===== src/design/cciPkg.sv =====
// coherent link sniffer shared definitions
// request encodings, violation kind map, counter and APB sizing
package cciPkg;

   // line count of a request, encoded as lines minus one
   typedef enum logic [1:0] {
      len1 = 2'd0,
      len2 = 2'd1,
      len3 = 2'd2,
      len4 = 2'd3
   } reqLen;

   // read types belong on channel 0, write types on channel 1
   typedef enum logic [3:0] {
      rdLineI = 4'h0,
      rdLineS = 4'h1,
      wrLineI = 4'h2,
      wrLineM = 4'h3
   } reqType;

   // cache-line address width
   localparam int ADDR_W = 42;

   // violation kinds, one counter each
   localparam int NUM_KINDS = 10;

   // channel 0 kinds
   localparam int rdLen3 = 0;
   localparam int rdAlign = 1;
   localparam int rdOverflow = 2;
   localparam int rdInReset = 3;

   // channel 1 kinds, wrLen3 is the base of the write pulse vector
   localparam int wrLen3 = 4;
   localparam int wrAlign = 5;
   localparam int wrSop = 6;
   localparam int wrOverflow = 7;
   localparam int wrInReset = 8;
   localparam int wrBurstCut = 9;

   // counters saturate at all ones
   localparam int CNT_W = 8;

   // byte address, counter k at 4*k
   localparam int APB_AW = 6;

endpackage


===== src/design/cciSniffer.sv =====
// coherent link request sniffer top
// read and write rule checkers feeding an APB counter bank
`timescale 1ns/1ns

module cciSniffer (
   input  logic                        clk,
   input  logic                        rst,
   // channel 0, reads
   input  logic                        c0Valid,
   input  cciPkg::reqType              c0Type,
   input  cciPkg::reqLen               c0Len,
   input  logic [cciPkg::ADDR_W-1:0]   c0Addr,
   input  logic                        c0Full,
   // channel 1, writes
   input  logic                        c1Valid,
   input  cciPkg::reqType              c1Type,
   input  cciPkg::reqLen               c1Len,
   input  logic [cciPkg::ADDR_W-1:0]   c1Addr,
   input  logic                        c1Sop,
   input  logic                        c1Full,
   // link soft reset, observed only
   input  logic                        softReset,
   // counter access
   input  logic [cciPkg::APB_AW-1:0]   paddr,
   input  logic                        psel,
   input  logic                        penable,
   input  logic                        pwrite,
   input  logic [31:0]                 pwdata,
   output logic [31:0]                 prdata,
   output logic                        pready,
   output logic                        pslverr,
   output logic                        alarm
);

   logic [3:0] rdViol;
   logic [5:0] wrViol;

   readReqRules readReqRules_i (
      .clk       (clk),
      .rst       (rst),
      .c0Valid   (c0Valid),
      .c0Type    (c0Type),
      .c0Len     (c0Len),
      .c0Addr    (c0Addr),
      .c0Full    (c0Full),
      .softReset (softReset),
      .rdViol    (rdViol)
   );

   writeBeatTracker writeBeatTracker_i (
      .clk       (clk),
      .rst       (rst),
      .c1Valid   (c1Valid),
      .c1Type    (c1Type),
      .c1Len     (c1Len),
      .c1Addr    (c1Addr),
      .c1Sop     (c1Sop),
      .c1Full    (c1Full),
      .softReset (softReset),
      .wrViol    (wrViol)
   );

   // write kinds sit above the read kinds
   violationCounters violationCounters_i (
      .clk     (clk),
      .rst     (rst),
      .viol    ({wrViol, rdViol}),
      .paddr   (paddr),
      .psel    (psel),
      .penable (penable),
      .pwrite  (pwrite),
      .pwdata  (pwdata),
      .prdata  (prdata),
      .pready  (pready),
      .pslverr (pslverr),
      .alarm   (alarm)
   );

endmodule


===== src/design/readReqRules.sv =====
// channel 0 read request checker
// flags len3, misalignment, overflow and traffic during link soft reset
`timescale 1ns/1ns

module readReqRules (
   input  logic                        clk,
   input  logic                        rst,
   input  logic                        c0Valid,
   input  cciPkg::reqType              c0Type,
   input  cciPkg::reqLen               c0Len,
   input  logic [cciPkg::ADDR_W-1:0]   c0Addr,
   input  logic                        c0Full,
   input  logic                        softReset,
   output logic [3:0]                  rdViol
);

   import cciPkg::*;

   logic isRead;
   logic lenErr;
   logic alignErr;
   logic overflowErr;
   logic inResetErr;

   // only read types are subject to the length rules
   assign isRead = c0Valid && ((c0Type == rdLineI) || (c0Type == rdLineS));

   // 3-line reads are not allowed
   assign lenErr = isRead && (c0Len == len3);

   // multi-line reads must start on a boundary of their own size
   always_comb begin
      alignErr = 1'b0;
      if (isRead) begin
         if (c0Len == len2) begin
            alignErr = c0Addr[0];
         end else if (c0Len == len4) begin
            alignErr = (c0Addr[1:0] != 2'b00);
         end
      end
   end

   // any valid request counts here, type does not matter
   assign overflowErr = c0Valid && c0Full;
   assign inResetErr = c0Valid && softReset;

   // one registered pulse per kind, several may fire together
   always_ff @(posedge clk) begin
      if (rst) begin
         rdViol <= '0;
      end else begin
         rdViol[rdLen3] <= lenErr;
         rdViol[rdAlign] <= alignErr;
         rdViol[rdOverflow] <= overflowErr;
         rdViol[rdInReset] <= inResetErr;
      end
   end

   // pulses must start clean once reset is released
   rdViolClearAfterReset: assert property (
      @(posedge clk) rst |=> (rdViol == '0)
   );

endmodule


===== src/design/violationCounters.sv =====
// violation counter bank with APB read and clear access
// one saturating counter per kind plus a sticky alarm
`timescale 1ns/1ns

module violationCounters (
   input  logic                        clk,
   input  logic                        rst,
   input  logic [cciPkg::NUM_KINDS-1:0] viol,
   input  logic [cciPkg::APB_AW-1:0]   paddr,
   input  logic                        psel,
   input  logic                        penable,
   input  logic                        pwrite,
   input  logic [31:0]                 pwdata,
   output logic [31:0]                 prdata,
   output logic                        pready,
   output logic                        pslverr,
   output logic                        alarm
);

   import cciPkg::*;

   logic [CNT_W-1:0]     cnt [NUM_KINDS];
   logic [APB_AW-3:0]    idx;
   logic                 idxOk;
   logic                 setupPhase;
   logic                 writeAccess;
   logic [NUM_KINDS-1:0] clrVec;
   logic                 anyNonzero;
   // write payload is not stored, any value clears
   logic                 clrReq;

   // word index, byte offset bits dropped
   assign idx = paddr[APB_AW-1:2];
   assign idxOk = (idx < NUM_KINDS);

   assign setupPhase = psel && !penable;
   assign writeAccess = psel && penable && pwrite;
   assign clrReq = writeAccess && idxOk;

   // no wait states
   assign pready = 1'b1;

   // one-hot clear for the addressed counter
   always_comb begin
      clrVec = '0;
      if (clrReq) begin
         clrVec[idx] = 1'b1;
      end
   end

   always_comb begin
      anyNonzero = 1'b0;
      for (int k = 0; k < NUM_KINDS; k++) begin
         anyNonzero = anyNonzero | (cnt[k] != '0);
      end
   end

   // clear beats increment, count holds at all ones
   always_ff @(posedge clk) begin
      if (rst) begin
         for (int k = 0; k < NUM_KINDS; k++) begin
            cnt[k] <= '0;
         end
      end else begin
         for (int k = 0; k < NUM_KINDS; k++) begin
            if (clrVec[k]) begin
               cnt[k] <= '0;
            end else if (viol[k] && (cnt[k] != '1)) begin
               cnt[k] <= cnt[k] + 1'b1;
            end
         end
      end
   end

   // read data captured at the end of setup, valid through access
   always_ff @(posedge clk) begin
      if (rst) begin
         prdata <= '0;
         pslverr <= 1'b0;
      end else begin
         pslverr <= setupPhase && !idxOk;
         if (setupPhase && idxOk) begin
            prdata <= {{(32-CNT_W){1'b0}}, cnt[idx]};
         end else begin
            prdata <= '0;
         end
      end
   end

   // rises with the first count, drops a cycle after the last clear
   always_ff @(posedge clk) begin
      if (rst) begin
         alarm <= 1'b0;
      end else begin
         alarm <= (|(viol & ~clrVec)) | anyNonzero;
      end
   end

   for (genvar g = 0; g < NUM_KINDS; g++) begin : g_satCheck
      cntHoldsAtMax: assert property (
         @(posedge clk) disable iff (rst)
         ((cnt[g] == '1) && !clrVec[g]) |=> (cnt[g] == '1)
      );
   end

   // error response only while the access phase is open
   slvErrInAccess: assert property (
      @(posedge clk) disable iff (rst)
      pslverr |-> (psel && penable)
   );

endmodule


===== src/design/writeBeatTracker.sv =====
// channel 1 write burst tracker
// follows sop and beat count, flags burst, length, alignment, overflow and reset faults
`timescale 1ns/1ns

module writeBeatTracker (
   input  logic                        clk,
   input  logic                        rst,
   input  logic                        c1Valid,
   input  cciPkg::reqType              c1Type,
   input  cciPkg::reqLen               c1Len,
   input  logic [cciPkg::ADDR_W-1:0]   c1Addr,
   input  logic                        c1Sop,
   input  logic                        c1Full,
   input  logic                        softReset,
   output logic [5:0]                  wrViol
);

   import cciPkg::*;

   logic       isWrite;
   logic       sopBeat;
   logic       midBeat;
   // beats still owed by the current burst
   logic [2:0] beatsLeft;
   logic [2:0] beatsNext;
   logic       lenErr;
   logic       alignErr;
   logic       sopErr;
   logic       cutErr;
   logic       overflowErr;
   logic       inResetErr;

   assign isWrite = c1Valid && ((c1Type == wrLineI) || (c1Type == wrLineM));
   assign sopBeat = isWrite && c1Sop;
   assign midBeat = isWrite && !c1Sop;

   // burst rules
   assign lenErr = sopBeat && (c1Len == len3);
   assign cutErr = sopBeat && (beatsLeft != 3'd0);
   assign sopErr = midBeat && (beatsLeft == 3'd0);

   // address checked on the first beat only
   always_comb begin
      alignErr = 1'b0;
      if (sopBeat) begin
         if (c1Len == len2) begin
            alignErr = c1Addr[0];
         end else if (c1Len == len4) begin
            alignErr = (c1Addr[1:0] != 2'b00);
         end
      end
   end

   // any valid beat, whatever its type
   assign overflowErr = c1Valid && c1Full;
   assign inResetErr = c1Valid && softReset;

   // sop restarts the count, even over an unfinished burst
   always_comb begin
      beatsNext = beatsLeft;
      if (sopBeat) begin
         // len3 is treated as a lone beat
         if (c1Len == len3) begin
            beatsNext = 3'd0;
         end else begin
            beatsNext = {1'b0, c1Len};
         end
      end else if (midBeat && (beatsLeft != 3'd0)) begin
         beatsNext = beatsLeft - 3'd1;
      end
   end

   always_ff @(posedge clk) begin
      if (rst) begin
         beatsLeft <= 3'd0;
         wrViol <= '0;
      end else begin
         beatsLeft <= beatsNext;
         wrViol[wrLen3 - wrLen3] <= lenErr;
         wrViol[wrAlign - wrLen3] <= alignErr;
         wrViol[wrSop - wrLen3] <= sopErr;
         wrViol[wrOverflow - wrLen3] <= overflowErr;
         wrViol[wrInReset - wrLen3] <= inResetErr;
         wrViol[wrBurstCut - wrLen3] <= cutErr;
      end
   end

   // a burst owes at most three further beats
   beatsLeftBounded: assert property (
      @(posedge clk) disable iff (rst)
      beatsLeft <= 3'd3
   );

endmodule


===== config.mk =====
export PLATFORM = sky130hd
export DESIGN_NAME = cciSniffer
export DESIGN_NICKNAME = d
export VERILOG_FILES = /design/src/design/cciPkg.sv /design/src/design/cciSniffer.sv /design/src/design/readReqRules.sv /design/src/design/violationCounters.sv /design/src/design/writeBeatTracker.sv
export SDC_FILE = /design/constraint.sdc
export NUM_CORES = 1
export LEC_CHECK = 0
export BUFFER_PORTS_ARGS = -buffer_cell sky130_fd_sc_hd__buf_2
export CAP_MARGIN = 20
export CORE_MARGIN = 4
export CORE_UTILIZATION = 47
export CTS_BUF_LIST = sky130_fd_sc_hd__clkbuf_4 sky130_fd_sc_hd__clkbuf_8 sky130_fd_sc_hd__clkbuf_16
export CTS_CLUSTER_DIAMETER = 60
export CTS_CLUSTER_SIZE = 30
export DETAILED_ROUTE_END_ITERATION = 7
export PLACE_DENSITY_LB_ADDON = 0.15
export SYNTH_ARGS = -nofsm -noshare
export SYNTH_HDL_FRONTEND = slang
export SYNTH_HIERARCHICAL = 1
export SYNTH_SLANG_ARGS = --single-unit

===== constraint.sdc =====
create_clock -name clk -period 2.6 [get_ports clk]
set_clock_uncertainty 0.1 [all_clocks]
set_input_delay 0.13 -clock clk [delete_from_list [all_inputs] [get_ports clk]]
set_output_delay 0.13 -clock clk [all_outputs]
set_load 0.01 [all_outputs]

==> metrics.txt, run 1 <==
CTS Buf Count 9; register area share after synthesis between 40% and 50%; largest family of logic cells by synthesized area simple AND/OR/NAND/NOR gates; Startpoint Class flip-flop; latest clock arrival within the worst-skew pair approximately 0.35 ns; antenna violations before repair 0; final net count between 800 and 900; CP Cell Sequence inv_1 -> ha_1 -> nor4b_1 -> nand4_1 -> or4_1 -> nor4_2 -> a41oi_1; worst slew pin tran 0.691 ns; first-pass GRT wire length about 23 mm; XOR/XNOR share of the synthesized area 8.56%; Adder-Cell Fraction of Synth Area about 4.5%; Layout area overhead 13.4%; slowest stage delay, CP 0.52 ns; Area contributors post-synth edfxtp_1, dfxtp_1, nor2_1; mux share of post-synthesis cell area under 10%; Worst-path clk slew around 0.06 ns; clock network fraction of total power between 30% and 40%; static leakage about 2.7 nW; drt pass-1 iters 5; Core Area roughly 13,000 um2; root buffer cell clkbuf_16; endpoint class of the critical path flip-flop; Seq pwr share 52.8%; minimum clock period 2.49 ns; RSZ-0062 raised after global routing no; Setup TNS Final 0 ns; 1st-iter DRT viols 385; max_cap viols 0; post-detailed-routing wire length 14.6 mm; Chip Height 122 um; placed insts 800; hold crit path type in2reg; Port Buffer Count 38; synthesized cell area about 6100 um2; Ys Warns 6; Compound-Gate Fraction of Synth Area around 7.1%; fillers 1,160; prevailing post-synth register cell edfxtp_1; Switching Fraction 23.7%; RD Place Congestion 0.904; H-tree levels 3; count of different cell masters after synthesis between 40 and 50; Cell Rows 41; initial core utilization between 40% and 50%; largest net degree at the start of global routing 28; clk sinks 103; vias ~4.6k; all-layer global routing usage around 20%; Max Buffers Root-to-Sink 2; Mean Syn Cell Area 10.4 um2; Worst path slowest cell or4_1; Async S/R FF share, synth 0%; critical path fanouts, max 5; post-DR vias/cell between 5 and 6; maximum vdd drop about 250 uV; share of the synthesized area in the top cell type 39.1%; die width 122 um; flops & latches, synth approximately 100; Max Clk Rate approximately 400 MHz; layout cells sized above 1 between 10% and 20%; # IOs 180; Post-synth EDFFs 80; TritonCTS clock tree yes; Critical Path RT about 2.7 ns; fin cells between 800 and 900; vias in the first global route between 4k and 5k; final period utilization 96.0%; Die ar. 15,000 um2; Synth Area in Simple Gates 19.7%; internal cell power roughly 2.8 mW; share of power burned in combinational logic just over 10%; # diodes 0; footprint of the multi-input gates around 3000 um2; net load switching power approximately 0.87 mW; area leader, netlist edfxtp_1; Fin. Hold Viols 0; outcome finished, final reports clean; wire length per cell approximately 18 um; max-slew violation count 0; P per Cell Area about 530 nW/um2; Post-route DRC 0; antenna-violating nets left 0; GRT overflow 0; CP arrival around 2.6 ns; Post-Synthesis Cells slightly below 600; hpwl dp approximately 11 mm; Setup-failing EPs final 0; Setup Crit Path Kind reg2reg; register area 2860 um2; Post-CTS Setup Inserts 0; Slew Limit Headroom 53.5%
[registers in the layout (all words and copies together), names as in the netlist]
| register | cells |
|---|---|
| violationCounters_i/cnt | 80 |
| readReqRules_i/rdViol | 4 |
| violationCounters_i/pslverr | 1 |
| violationCounters_i/alarm | 1 |
| violationCounters_i/prdata | 8 |
| writeBeatTracker_i/beatsLeft | 3 |
| writeBeatTracker_i/wrViol | 6 |
[cell families after synthesis]
group	count (synthesis)
AND/OR/NAND/NOR	242
multiplexers	24
other	2
XOR/XNOR	60
adder cells (fa/ha/maj)	22
flip-flops	103
buffers and inverters	71
AO/OA/AOI/OAI	66
[power by group through the flow]
stage / Sequential (mW) / Clock (mW) / Combinational (mW)
3_5_place_dp: 1.96 / 0 / 0.350
3_3_place_gp: 1.96 / 0 / 0.343
6_report: 1.93 / 1.35 / 0.372
5_1_grt: 1.94 / 1.47 / 0.407
4_1_cts: 1.93 / 1.40 / 0.368
2_1_floorplan: 1.93 / 0 / 0.269
[area by class of cell]
cell class                 instances  area share (%)
clock buffer                      12            3.65
tap                              172            3.09
multi-input combinational        439            42.9
sequential                       103            41.1
inverter                          35            1.89
clock inverter                     4           0.647
timing repair buffer              69            6.72
[stage by stage]
stage	hold slack [ns]	instance area (um2)	setup WS, ns	total power [mW]	utilization, %
floorplan	0.102	6220	0.652	2.20	-
global placement	0.207	6480	0.154	2.31	51.0
detailed placement	0.223	6480	0.170	2.31	51.0
CTS	0.0134	6960	0.121	3.70	54.7
global route	0.0286	6960	0.0202	3.82	54.7
finish	0.0307	6960	0.105	3.66	54.7
[cells in the mapped netlist (4+ instances only)]
library cell and count:
inv_1 35, mux4_2 15, edfxtp_1 80, o21ai_0 12
nor4b_1 8, a21oi_1 13, ha_1 22, mux2i_1 8
nor2b_1 4, a211oi_1 18, clkbuf_1 4, nor3_1 5
nor4_1 9, buf_2 4, buf_4 28, and3b_1 4
nand3_1 43, and2_1 7, xnor2_1 23, xor2_1 37
dfxtp_1 23, nand2_1 25, nor2_1 97, nand4_1 6
o211ai_1 9, and3_1 18
[placed cells by master (no fill, tap or decap), types with 5 or more instances in the layout]
master and instances:
nor2_1 97, edfxtp_1 80, nand3_1 43, buf_2 38
xor2_1 37, inv_1 35, nand2_1 25, conb_1 25
dfxtp_1 23, xnor2_1 23, ha_1 22, dlygate4sd3_1 18
and3_1 18, a211oi_1 18, mux4_2 15, a21oi_1 13
buf_4 13, o21ai_0 12, clkbuf_16 9, o211ai_1 9
nor4_1 9, nor4b_1 8, mux2i_1 8, and2_1 7
nand4_1 6, nor3_1 5
[critical path, delay by kind of cell (launching register included)]
kind                     cells  cell delay, ns
AO/OA/AOI/OAI                1            0.19
adder cells (fa/ha/maj)      1            0.19
buffers and inverters        1            0.12
flip-flops                   1            0.48
AND/OR/NAND/NOR              4            1.27
[routing by layer]
layer | wire (um) | GRT usage, %
met5 | 0 | 0
met2 | 6590 | 31.7
met1 | 6700 | 28.2
met3 | 936 | 3.82
met4 | 425 | 8.82
[path summary, 6_finish.rpt]
check	start	endpoint	slack, ns	cells past startpoint
min	c1Sop	writeBeatTracker_i/beatsLeft[1]$_SDFFE_PP0P_	0.03	3
max reg2reg	violationCounters_i/cnt[3][0]$_SDFFCE_PN0P_	violationCounters_i/alarm$_SDFF_PP0_	0.11	7
min reg2reg	writeBeatTracker_i/beatsLeft[1]$_SDFFE_PP0P_	writeBeatTracker_i/beatsLeft[1]$_SDFFE_PP0P_	0.43	2
max	violationCounters_i/cnt[3][0]$_SDFFCE_PN0P_	violationCounters_i/alarm$_SDFF_PP0_	0.11	7
[timing repair]
item,CTS,global route
hold buffers,18,0
endpoints found under the hold margin,10,0
resized for setup,0,0
No activity file was read; power rests on OpenSTA's default activity.
==> inputs of run 2 (changes only) <==
==> constraint.sdc (replaced) <==
create_clock -name clk -period 2.4 [get_ports clk]
set_clock_uncertainty 0.1 [all_clocks]
set_input_delay 0.12 -clock clk [delete_from_list [all_inputs] [get_ports clk]]
set_output_delay 0.12 -clock clk [all_outputs]
set_load 0.01 [all_outputs]
==> run 2 against run 1 <==
Effect of this change: worst setup slack better by 0.0019 ns; hold slack worse by 0.011 ns; clock power hardly changed; wire length is 1.0% higher; highest routed layer unchanged.
==> metrics.txt, run 2 (synthesis gave the netlist of run 1 again) <==
outcome finished, final reports clean; vias 4,735 (+2.8%); Worst-path clk slew 0.06 ns (about the same); most frequent cells in the layout nor2_1, edfxtp_1, nand3_1; slowest stage delay, CP 0.54 ns (+0.02 ns); post-DR vias/cell 5.51 (-0.35%); Max Buffers Root-to-Sink 2 (unchanged); Chip Height 122 um (unchanged); drt pass-1 iters 5 (unchanged); Port Buffer Count 38 (unchanged); Core Area 12,700 um2 (unchanged); post-layout instance area 7170 um2 (+3.1%); antenna violations before repair 0 (unchanged); critical path fanouts, max 2 (-3); # IOs 180 (unchanged); static leakage 2.80 nW (+5.2%); worst slew pin tran 0.652 ns (-0.0385 ns); CP Cell Sequence inv_1 -> ha_1 -> nor4b_1 -> buf_4 -> nand4_1 -> or4_1 -> nor4_2 -> a41oi_1; die width 122 um (unchanged); commonest non-fill, non-tap cell in the layout nor2_1; Power Total 3.89 mW (+6.5%); placed insts 827 (+3.4%); maximum vdd drop 453 uV (+81%); hold crit path type in2reg; dpl ws -0.00666 ns (-0.177 ns); Post-route DRC 0 (unchanged); clk sinks 103 (unchanged); antenna-violating nets left 0 (unchanged); 1st-iter DRT viols 389 (+1.0%); RSZ-0062 raised after global routing no; final worst slack 0.107 ns (+0.00188 ns); most flop-heavy register violationCounters_i/cnt; Worst path slowest cell or4_1; max_cap viols 0 (unchanged); largest net degree at the start of global routing 24 (-14%); latest clock arrival within the worst-skew pair 0.36 ns (about the same); Fin. Hold Viols 0 (unchanged); Largest regs violationCounters_i/cnt (80), violationCounters_i/prdata (8), writeBeatTracker_i/wrViol (6); hpwl dp 11.5 mm (+2.5%); placed cell areas 6690 um2 (+3.1%); vias in the first global route 4,547 (+3.6%); Max Clk Rate 436 MHz (+8.8%); # diodes 0 (unchanged); Setup Crit Path Kind reg2reg; endpoint class of the critical path flip-flop; CP bufs+invs 2 (+1); minimum clock period 2.29 ns (-0.202 ns); layout cells sized above 1 17.6% (+4.4 points); Startpoint Class flip-flop; RD Place Congestion 0.899 (-0.62%); final period utilization 95.5% (-0.42 points); H-tree levels 3 (unchanged); post-detailed-routing wire length 14.8 mm (+1.0%); first-pass GRT wire length 23.6 mm (+2.2%); CP arrival 2.39 ns (-0.20 ns); Slew Limit Headroom 56.3% (+2.8 points); Die ar. 15,000 um2 (unchanged); fin cells 860 (+3.1%); Post-CTS Setup Inserts 0 (unchanged); P per Cell Area 543 nW/um2 (+3.3%); max-slew violation count 0 (unchanged); Layout area overhead 16.9%; Crit path max-delay family simple AND/OR/NAND/NOR gates; Setup-failing EPs final 0 (unchanged); initial core utilization 48.2% (unchanged); GRT overflow 0 (unchanged); max FFs per register 80 (unchanged); CTS Buf Count 9 (unchanged); wire length per cell 17.2 um (-2.1%); all-layer global routing usage 20.8% (+0.34 points); root buffer cell clkbuf_16; Critical Path RT 2.50 ns (-0.20 ns); Cell Rows 41 (unchanged); TritonCTS clock tree yes; final net count 851 (+3.3%)
## run 2: changes by cell type in the layout (fill, tap and decap cells not counted)
cell | previous run | this run
nor4b_1 | 8 | 3
clkbuf_4 | 2 | 3
clkinv_2 | 0 | 2
clkinv_1 | 2 | 0
clkinvlp_4 | 1 | 0
buf_4 | 13 | 40
bufinv_16 | 1 | 0
nor4b_2 | 0 | 5
nor4_2 | 1 | 2
nor4_1 | 9 | 8
## run 2: timing repair
| action | in CTS | in global routing |
|---|---|---|
| gates resized for setup | 1 | 5 |
| endpoints found under the setup margin | 1 | 1 |
| hold buffers | 18 | 0 |
| hold endpoints to repair | 11 | 0 |
## run 2: layout make-up
cell class | count | area [um2]
clock inverter | 2 | 10.0
tap | 172 | 215
clock buffer | 13 | 262
timing repair buffer | 96 | 671
inverter | 35 | 131
fill | 1138 | 5550
multi-input combinational | 439 | 3020
sequential | 103 | 2860
## run 2: layer usage
metal  wire [um]  track usage (%)  part of all wire (%)  vias to the layer above
met5           0                0                     0                        -
li1            -                -                     -                     2271
met3        1060             5.58                   7.1                       29
met4         366             6.65                   2.5                        0
met1        6550             28.1                    44                     2264
met2        6830             32.7                    46                      171
## run 2: where the power goes
part	switching, mW	internal [mW]	total, mW
Combinational	0.248	0.202	0.450
Clock	0.610	0.757	1.37
Sequential	0.0829	1.99	2.08
Total	0.941	2.95	3.89
## run 2: through the flow
| stage | hold WS, ns | utilization (%) | TNS, ns |
|---|---|---|---|
| after floorplan | 0.0921 | - | 0 |
| after global placement | 0.197 | 52.5 | -0.0243 |
| after detailed placement | 0.207 | 52.5 | -0.00666 |
| after CTS | 0.0114 | 56.1 | 0 |
| after global routing | 0.0353 | 56.4 | 0 |
| final | 0.0198 | 56.4 | 0 |
## run 2: tightest hold or removal path, cell delays in order
cell and delay [ns]:
buf_2 0.14, nand3_1 0.08, a311oi_1 0.08
## run 2: path summary, 6_finish.rpt
kind	endpoint	cells past startpoint	from	slack [ns]
setup / recovery	violationCounters_i/alarm$_SDFF_PP0_	8	violationCounters_i/cnt[8][0]$_SDFFCE_PN0P_	0.11
hold / removal	writeBeatTracker_i/beatsLeft[1]$_SDFFE_PP0P_	3	c1Sop	0.02
setup reg to reg	violationCounters_i/alarm$_SDFF_PP0_	8	violationCounters_i/cnt[8][0]$_SDFFCE_PN0P_	0.11
hold reg to reg	writeBeatTracker_i/beatsLeft[1]$_SDFFE_PP0P_	2	writeBeatTracker_i/beatsLeft[1]$_SDFFE_PP0P_	0.42
